**src/include/imgproc_settings.svh**
```systemverilog
`ifndef IMGPROC_SETTINGS_SVH
`define IMGPROC_SETTINGS_SVH

// frame geometry, coordinates are 11 bits
`define IMAGE_W 11'd640
`define IMAGE_H 11'd480

// per-line majority filter
`define DETECT_WINDOW 32
`define DETECT_MAJORITY 12
// narrowest run that may move the box
`define MIN_RUN 11'd60

// red thresholds on hue, saturation and value
`define HUE_MAX_RED 9'd38
`define SAT_MIN_RED 8'd145
`define VAL_MIN_RED 8'd47
`define RED_CODE 24'hff0000

// message path
`define MSG_INTERVAL 8'd6
`define MSG_DEPTH 256
`define MSG_TAG 8'h56

// register map
`define ADDR_STATUS 3'd0
`define ADDR_MSG 3'd1
`define ADDR_ID 3'd2
`define CORE_ID 32'h1234eee2

`endif

```
**src/logic/imgproc_pkg.sv**
```systemverilog
package imgproc_pkg;

	////////////////////
	// stream payload
	////////////////////

	// red sits in the top byte of the stream word
	typedef struct packed {
		logic [7:0] red;
		logic [7:0] green;
		logic [7:0] blue;
	} rgb_t;

	typedef struct packed {
		rgb_t rgb;
		logic sop;
		logic eop;
	} pixel_beat_t;

	////////////////////
	// tracker types
	////////////////////

	// hue in degrees 0 to 359
	typedef struct packed {
		logic [8:0] hue;
		logic [7:0] sat;
		logic [7:0] val;
	} hsv_t;

	typedef struct packed {
		logic [10:0] x;
		logic [10:0] y;
		logic video;
	} scan_pos_t;

	typedef struct packed {
		logic [10:0] left;
		logic [10:0] right;
	} box_t;

	// tag byte then sampled brightness total
	typedef struct packed {
		logic [7:0] tag;
		logic [23:0] total;
	} msg_word_t;

endpackage

```
**src/logic/imgproc_regs.sv**
```systemverilog
`timescale 1ns/100ps
`include "imgproc_settings.svh"

module imgproc_regs (
	input  logic                   clk,
	input  logic                   reset_n,
	input  logic                   chipselect,
	input  logic                   read,
	input  logic                   write,
	input  logic [2:0]             address,
	input  logic [31:0]            writedata,
	output logic [31:0]            readdata,
	input  imgproc_pkg::msg_word_t head,
	input  logic                   empty,
	input  logic [8:0]             used,
	output logic                   pop,
	output logic                   flush
);

	// status byte, bit 4 is write-only flush
	logic [7:0] reg_status;
	logic read_d;
	logic [7:0] used_byte;
	logic status_wr;

	assign status_wr = chipselect && write && (address == `ADDR_STATUS);
	assign flush = status_wr && writedata[4];
	// pop once on the leading cycle of a message read
	assign pop = chipselect && read && !read_d && !empty && (address == `ADDR_MSG);
	// count field is one byte wide
	assign used_byte = used[8] ? 8'hff : used[7:0];

	always_ff @(posedge clk) begin
		if (!reset_n) begin
			reg_status <= 8'h00;
			readdata <= 32'h0;
			read_d <= 1'b0;
		end else begin
			read_d <= chipselect && read;
			if (status_wr) begin
				reg_status <= writedata[7:0] & 8'hef;
			end
			// read data lands one cycle after the request
			if (chipselect && read) begin
				case (address)
					`ADDR_STATUS: readdata <= {16'h0000, used_byte, reg_status};
					`ADDR_MSG: readdata <= head;
					`ADDR_ID: readdata <= `CORE_ID;
					default: readdata <= 32'h0;
				endcase
			end
		end
	end

endmodule

```
**config.mk**
```make
export PLATFORM = sky130hd
export DESIGN_NAME = imgproc_regs
export DESIGN_NICKNAME = d
export VERILOG_FILES = /design/src/logic/imgproc_pkg.sv /design/src/logic/imgproc_regs.sv
export VERILOG_INCLUDE_DIRS = /design/src /design/src/include
export SDC_FILE = /design/constraint.sdc
export NUM_CORES = 1
export LEC_CHECK = 0
export ABC_AREA = 1
export BUFFER_PORTS_ARGS = -buffer_cell sky130_fd_sc_hd__clkbuf_2
export CORE_ASPECT_RATIO = 0.75
export CORE_MARGIN = 5
export CORE_UTILIZATION = 45
export DETAILED_ROUTE_END_ITERATION = 8
export GPL_ROUTABILITY_DRIVEN = 1
export HOLD_SLACK_MARGIN = 0.03
export PLACE_DENSITY = 0.85
export SLEW_MARGIN = 20
export SYNTH_ARGS = -nofsm -noshare
export SYNTH_HDL_FRONTEND = slang
export SYNTH_SLANG_ARGS = --single-unit
```
**constraint.sdc**
```tcl
create_clock -name clk -period 2.08 [get_ports clk]
set_input_delay 0.104 -clock clk [delete_from_list [all_inputs] [get_ports clk]]
set_output_delay 0.104 -clock clk [all_outputs]
set_load 0.02 [all_outputs]
```
==> results by stage, run 1 <==
Placement:
- The sum of net half-perimeters after detailed placement is 3547 um.
- The count of buffers from port buffering is 91.
- The count of placed standard cells including taps is 379.
- Routability-driven placement finished with a final weighted congestion of 0.7903.
- Before CTS, the worst setup slack after placement is 0.6205 ns.

Layout:
- Compared with the post-synthesis result, the final layout area differs by 33.59%.
- The most common cell after layout, fill and taps aside is sky130_fd_sc_hd__clkbuf_2.
- Of the cells placed in the final design, the portion with a size suffix greater than 1 is 0.3214.
- The number of antenna repair diodes is 0.
- Leaving out filler cells and counting taps, the final layout contains 388.
- The top cell types in the final layout, fill and taps aside, are sky130_fd_sc_hd__clkbuf_2 (91), sky130_fd_sc_hd__nand2_1 (56), sky130_fd_sc_hd__dfxtp_1 (40).
- At the end of the flow, the number of nets in the layout was 417.

Global routing:
- The number of antenna violations at the first check in global routing is 0.
- Across every metal layer, demand over resource in global routing totals 0.1841.
- The largest net degree at the start of global routing is 46.
- The via count of the first global-routing pass is 1784.
- Summed over all layers, the global routing overflow is 0.
- The first global-routing pass estimated 7693 um of wire.

Pwr:
- The analysis attributes to net switching a power of 434.2 uW.
- The power per standard cell area is 741.0 nW/um2.
- The leakage power is 1.137 nW.
- Across the VDD grid, the largest voltage drop is 0.0004316 V.
- The fraction of power consumed by the clock network is 0.397.
- Internal power comes to 1.313 mW.
- The share of total power dissipated in sequential elements is 0.464.
- Of the total power, the share spent switching nets is 0.2484.
- The design draws 1.748 mW.
- The combinational fraction of design power is 0.139.

Routing:
- Wires add up to 4799 um.
- The detailed router placed 1922 vias in this run.
- The count of nets left with antenna violations after detail routing is 0.
- The number of detailed-route iterations in the first pass is 4.
- The routed length per placed instance is 12.37 um.
- For this run, design rule violations remaining after detail routing come to 0.
- The first routing iteration left 91 violations.
- The routed via count divided by cell count is 4.954.

CTS:
- In this run, CTS created clock tree buffers numbering 5.
- For the worst-skew pair, the clock arrives at the later sink with an insertion delay of 0.29 ns.
- Buffers added to address setup during post-CTS repair amount to 0.
- For this design, the sink count on the clock tree is 40.
- The H-tree depth reported by CTS is 2.
- Once the clock tree was built, the resizer swapped 0 gates to a different size.
- TritonCTS built the clock tree.
- The clock transition time at the flip-flop clock pins of the worst setup and hold paths is 0.07 ns.
- The number of buffers inserted by hold repair at cts is 0.
- The master cell of the clock root buffer is sky130_fd_sc_hd__clkbuf_8.
- The number of buffers on the longest clock path is 2.

Run status:
- The run finished with clean final reports.

Setup path:
- The critical path in this run is classified as in2out.
- The data arrival at the endpoint of the critical path is 1.32 ns.
- At the worst endpoint, the required time is 1.98 ns.
- The category of the worst setup path capture point is an output port.
- The startpoint type of the worst setup path is an input port.
- The critical-path maximum fanout is 17.

Yosys:
- The number of warnings issued by yosys is 0.
- The dominant register cell in the synthesized netlist is sky130_fd_sc_hd__dfxtp_1.
- Synthesis handed over a netlist of 249 instances.
- In this run the cell area of the synthesized design comes to 1765 um2.
- The post-synthesis area per instance is 7.090 um2.
- After synthesis, the netlist uses 19 different library cells.
- The synthesized design contains 0 enable-type register cells.
- Of the synthesized area, sequential elements account for 0.4536.
- The flip-flop and latch count after synthesis is 40.
- In the synthesized netlist the async set-or-reset flop fraction comes to 0.
- The net count after synthesis is 331.

STA:
- The relative slew slack is 0.5738.
- Derived from the worst setup path, the maximum achievable clock frequency is 702.9 MHz.
- For the final routed database, the setup TNS stands at 0 ns.
- Setup slack on the critical path of the routed design comes to 0.6573 ns.
- At the pin with the least slew margin, the transition time is 0.6384 ns.
- The total of endpoints with negative setup slack in the final report is 0.
- The clock arrives with 0.002480 ns of skew.
- The final period demand of the worst path is 1.423 ns.
- The number of hold violations in the final report was 0.
- Dividing the final minimum period by the clock period gives 0.6840.
- The final-report max-slew violation count came to 0.
- Setup repair after global routing left no endpoint under its margin.

Floorplanning:
- Measured along the x axis, the die boundary spans 82.33 um.
- 116 I/O pins were placed.
- After floorplanning, the core was sized to cover 3732 um2.
- After floorplanning, the core was divided into 19 placement rows.
- In this run the vertical extent of the chip is 64.25 um.
- The die covers 5289 um2.
- The initial cell density of the core is 0.4730.

Worst hold path:
- The min-delay analysis places its worst path in the category in2reg.

Flow run:
- Max-cap violations in this run came to 0.
## path summary, 6_finish.rpt
check                                  start                         end  slack, ns  cells past startpoint
setup / recovery                  address[0]                       flush       0.66                      5
hold / removal                      head[26]   readdata[26]$_SDFFE_PN0N_       0.04                      3
setup reg to reg  reg_status[6]$_SDFFE_PN0P_    readdata[6]$_SDFFE_PN0N_       1.30                      4
hold reg to reg   reg_status[3]$_SDFFE_PN0P_  reg_status[3]$_SDFFE_PN0P_       0.45                      2
## per-stage QoR
step	cell area, um2	util	hold slack [ns]
after floorplan	1765	-	0.2424
after global placement	2222	0.5954	0.3369
after CTS	2349	0.6292	0.03172
after global routing	2359	0.6319	0.03220
final	2359	0.6319	0.03572
after detailed placement	2222	0.5954	0.3468
## state kept, by name, summed over array words and instances (netlist names)
signal and flops:
read_d 1, readdata 32, reg_status 7
## synth_stat cells, types with 2 or more instances
cell	number	share of area
sky130_fd_sc_hd__nand2_1	56	0.12
sky130_fd_sc_hd__dfxtp_1	40	0.45
sky130_fd_sc_hd__a21oi_1	39	0.11
sky130_fd_sc_hd__nand3_1	35	0.099
sky130_fd_sc_hd__o21ai_0	28	0.079
sky130_fd_sc_hd__inv_1	24	0.051
sky130_fd_sc_hd__buf_2	6	0.017
sky130_fd_sc_hd__clkbuf_1	6	0.013
sky130_fd_sc_hd__buf_4	2	0.0085
sky130_fd_sc_hd__inv_2	2	0.0043
sky130_fd_sc_hd__nand2_2	2	0.0071
sky130_fd_sc_hd__nor2_1	2	0.0043
## area by class of cell
class / instances / area, um2
Fill cell: 368 / 1374
Sequential cell: 40 / 800.8
Multi-Input combinational cell: 167 / 783.3
Timing Repair Buffer: 94 / 480.5
Inverter: 27 / 102.6
Clock buffer: 7 / 96.34
Tap cell: 52 / 65.06
Clock inverter: 1 / 30.03
## cell families (layout without fill, tap and decap cells)
| kind of cell | count (synthesis) | after routing | synth area share |
|---|---|---|---|
| buf+inv | 42 | 129 | 0.1028 |
| flops | 40 | 40 | 0.4536 |
| compound gates | 68 | 68 | 0.1928 |
| simple gates | 99 | 99 | 0.2509 |
## critical path, stage by stage
cell                       delay (ns)
sky130_fd_sc_hd__clkbuf_2        0.19
sky130_fd_sc_hd__inv_2           0.28
sky130_fd_sc_hd__nand4_2         0.37
sky130_fd_sc_hd__nor2_1          0.18
sky130_fd_sc_hd__clkbuf_2        0.19
## per-layer routing
| metal | GRT usage | share of wire | wire [um] | vias to the layer above |
|---|---|---|---|---|
| li1 | - | - | - | 987 |
| met1 | 0.2287 | 0.46 | 2210 | 857 |
| met2 | 0.2960 | 0.43 | 2074 | 71 |
| met3 | 0.06180 | 0.095 | 454 | 7 |
| met4 | 0.06224 | 0.012 | 59 | 0 |
| met5 | 0 | 0 | 0 | - |
## power groups by stage
stage	Clock [mW]	Sequential [mW]	Combinational (mW)
floorplan	0	0.862	0.107
global placement	0	0.828	0.237
detailed placement	0	0.829	0.242
CTS	0.704	0.811	0.243
global route	0.739	0.816	0.271
finish	0.693	0.812	0.243
No activity file was read; power rests on OpenSTA's default activity.
==> run 2: changes to the inputs <==
CORE_UTILIZATION = 42   (was 45)
PLACE_DENSITY = 0.8   (was 0.85)
clock period = 1.4 ns   (was 2.08 ns; I/O delays follow)
==> run 2 against run 1 <==
Net effect: sequential share of layout area is 2.2 points lower; hold slack better by 0.021 ns; first-iteration DRC count is 44% higher; die area is 6.1% higher; clock skew hardly changed; largest cell class unchanged.
==> results by stage, run 2 (same netlist as run 1, synthesis figures left out) <==
Pwr:
- The total power consumption of the routed design is 2.447 mW.
- The leakage power is 1.210 nW.
- The power per standard cell area is 970.2 nW/um2.
- The worst IR drop on VDD is 0.0006385 V.

STA:
- The final-report max-slew violation count came to 0.
- The final period demand of the worst path is 1.174 ns.
- The tightest hold path in the finished design has a slack of 0.05695 ns.
- Measured against its own limit, the worst slew margin works out to 0.6581.
- The number of hold violations in the final report is 0.
- The slew at the pin closest to its max-slew limit is 0.5124 ns.
- The final critical-path share of the clock period is 0.8384.
- The setup TNS is 0 ns.
- Derived from the worst setup path, the maximum achievable clock frequency is 852.0 MHz.
- Setup violations remaining at the end of the flow were counted as 0.
- For the final database, setup skew stands at 0.002011 ns.
- Setup repair after global routing left no endpoint under its margin.
- The setup slack after layout is 0.2262 ns.

CTS:
- The H-tree depth reported by CTS is 2.
- Counting every sink on the clock net gives 40.
- In this run the deepest clock path goes through 2 buffers.
- The number of setup buffers added after CTS is 0.
- The clock tree from TritonCTS is yes.
- Clock latency on the worst-skew pair, taken at its later pin, is 0.29 ns.
- The post-cts sizing count is 0.
- The number of buffers inserted during clock tree synthesis is 5.
- CTS placed an instance of sky130_fd_sc_hd__clkbuf_8 at the clock tree root.
- Clock-pin slew was measured on the worst setup and hold paths at 0.07 ns.

Routing:
- The total via count after detailed routing is 2009.
- In the routed design, unresolved DRC markers number 0.
- The first-iteration detailed-routing DRC count is 131.
- The routed length per placed instance is 13.13 um.
- After detailed routing, the total wire length is 5383 um.
- The detail route stage leaves a number of antenna-violating nets equal to 0.
- The first TritonRoute pass finished after 4 iterations.
- Dividing the detail-routed via count by the number of cells gives 4.900.

Layout:
- In the final layout, the share of cells above drive strength 1 is 0.3127.
- The number of antenna diodes in the final layout is 0.
- The library cells used most frequently in the layout, excluding fill and tap cells, are sky130_fd_sc_hd__clkbuf_2 (91), sky130_fd_sc_hd__nand2_1 (56), sky130_fd_sc_hd__dfxtp_1 (40).
- Measured on the finished design, the core utilization comes to 0.6222.
- For this run, the post-layout net count is 437.
- The number of flip-flops in the largest register is 32.
- The largest registers in the layout are readdata x32, reg_status x7, read_d x1.
- The most common cell after layout, fill and taps aside is sky130_fd_sc_hd__clkbuf_2.
- The signed area change from the synthesized netlist to the final layout is 42.88%.
- The register bank with the most flops is readdata.

Floorplanning:
- The cell row count is 20.
- The number of top-level pins is 116.
- The floorplan step defined a die boundary enclosing 5613 um2.
- The core region area is 4054 um2.
- Measured along the y axis, the die boundary spans 66.15 um.
- For this configuration, the core starts out at a cell density of 0.4355.
- The width of the die is 84.87 um.

Worst hold path:
- The worst hold path terminates at reg_status[3]$_SDFFE_PN0P_.
- The launch instance of the worst min-delay path is writedata[3].
- The tightest min-delay check is of the in2reg type.
- The worst hold path was traced through 3 stages.

Setup path:
- The logic depth of the worst register-to-register path is 4.
- The reg2reg setup slack is 0.61 ns.
- The worst register-to-register path begins at reg_status[0]$_SDFFE_PN0P_.
- The required time of the critical path is 1.33 ns.
- The critical-path maximum fanout is 15.
- In this run the critical register-to-register path is captured at readdata[0]$_SDFFE_PN0N_.
- The data arrival at the endpoint of the critical path is 1.10 ns.
- The setup path with the least slack is of type in2out.
- STA classifies the critical path startpoint as an input port.
- The category of the worst setup path capture point is an output port.

Placement:
- During placement, the flow inserted port buffers numbering 91.
- Detailed placement finished with a half-perimeter wire length of 3824 um.
- Prior to clock tree synthesis, the placed netlist has a worst setup slack of 0.1584 ns.
- The placer's final routability congestion estimate is 0.8293.

Global routing:
- The global routing usage summed across all routing layers is 0.1985.
- The number of antenna violations at the first check in global routing came to 0.
- The sum of overflow across all layers after global routing is 0.
- The first-pass GRT wire length is 8942 um.
- The largest net degree at the start of global routing is 25.
- The via count of the first global-routing pass is 1963.

Run status:
- The run finished with clean final reports.

Flow run:
- The max capacitance violation total is 0.
-- run 2: stage by stage --
step | instances | instance area [um2]
after floorplan | 249 | 1765
after global placement | 386 | 2256
after detailed placement | 386 | 2256
after CTS | 410 | 2522
after global routing | 410 | 2522
final | 410 | 2522
-- run 2: worst max path at each step --
| stage | slack (ns) | to | startpoint |
|---|---|---|---|
| global route | 0.08 | flush | address[0] |
| global placement | 0.19 | reg_status[1]$_SDFFE_PN0P_ | address[1] |
| floorplan | 0.26 | pop | chipselect |
| CTS | 0.21 | flush | address[1] |
| detailed placement | 0.16 | reg_status[7]$_SDFFE_PN0P_ | address[1] |
| finish | 0.23 | flush | address[1] |
-- run 2: where the power goes --
group / leakage (nW) / internal, mW / switching [mW] / total [mW]
clock network: 0.0503 / 0.439 / 0.389 / 0.828
logic: 0.833 / 0.176 / 0.236 / 0.412
registers: 0.326 / 1.18 / 0.0243 / 1.21
-- run 2: final cells by class --
| class | instances | area [um2] |
|---|---|---|
| flip-flops and latches | 40 | 800.8 |
| fillers | 378 | 1531 |
| multi-input cells | 167 | 783.3 |
| clock buffers | 7 | 96.34 |
| repair buffers | 114 | 670.6 |
| well taps | 55 | 68.82 |
| inverters | 27 | 102.6 |
-- run 2: timing repair --
action,4_1_cts,5_1_grt
hold buffers,17,0
hold endpoints to repair,17,0
setup endpoints to repair,0,0
-- run 2: routing by layer --
metal / global-route usage / up-vias / share of wire
met1: 0.2354 / 892 / 0.42
met3: 0.07347 / 9 / 0.098
met5: 0 / - / 0
met2: 0.3369 / 78 / 0.46
li1: - / 1030 / -
met4: 0.05929 / 0 / 0.013
-- run 2: critical path, stage by stage --
cell and delay (ns):
sky130_fd_sc_hd__clkbuf_2 0.11, sky130_fd_sc_hd__nor2_4 0.24, sky130_fd_sc_hd__nand4_2 0.31, sky130_fd_sc_hd__nor2_1 0.18, sky130_fd_sc_hd__clkbuf_2 0.19
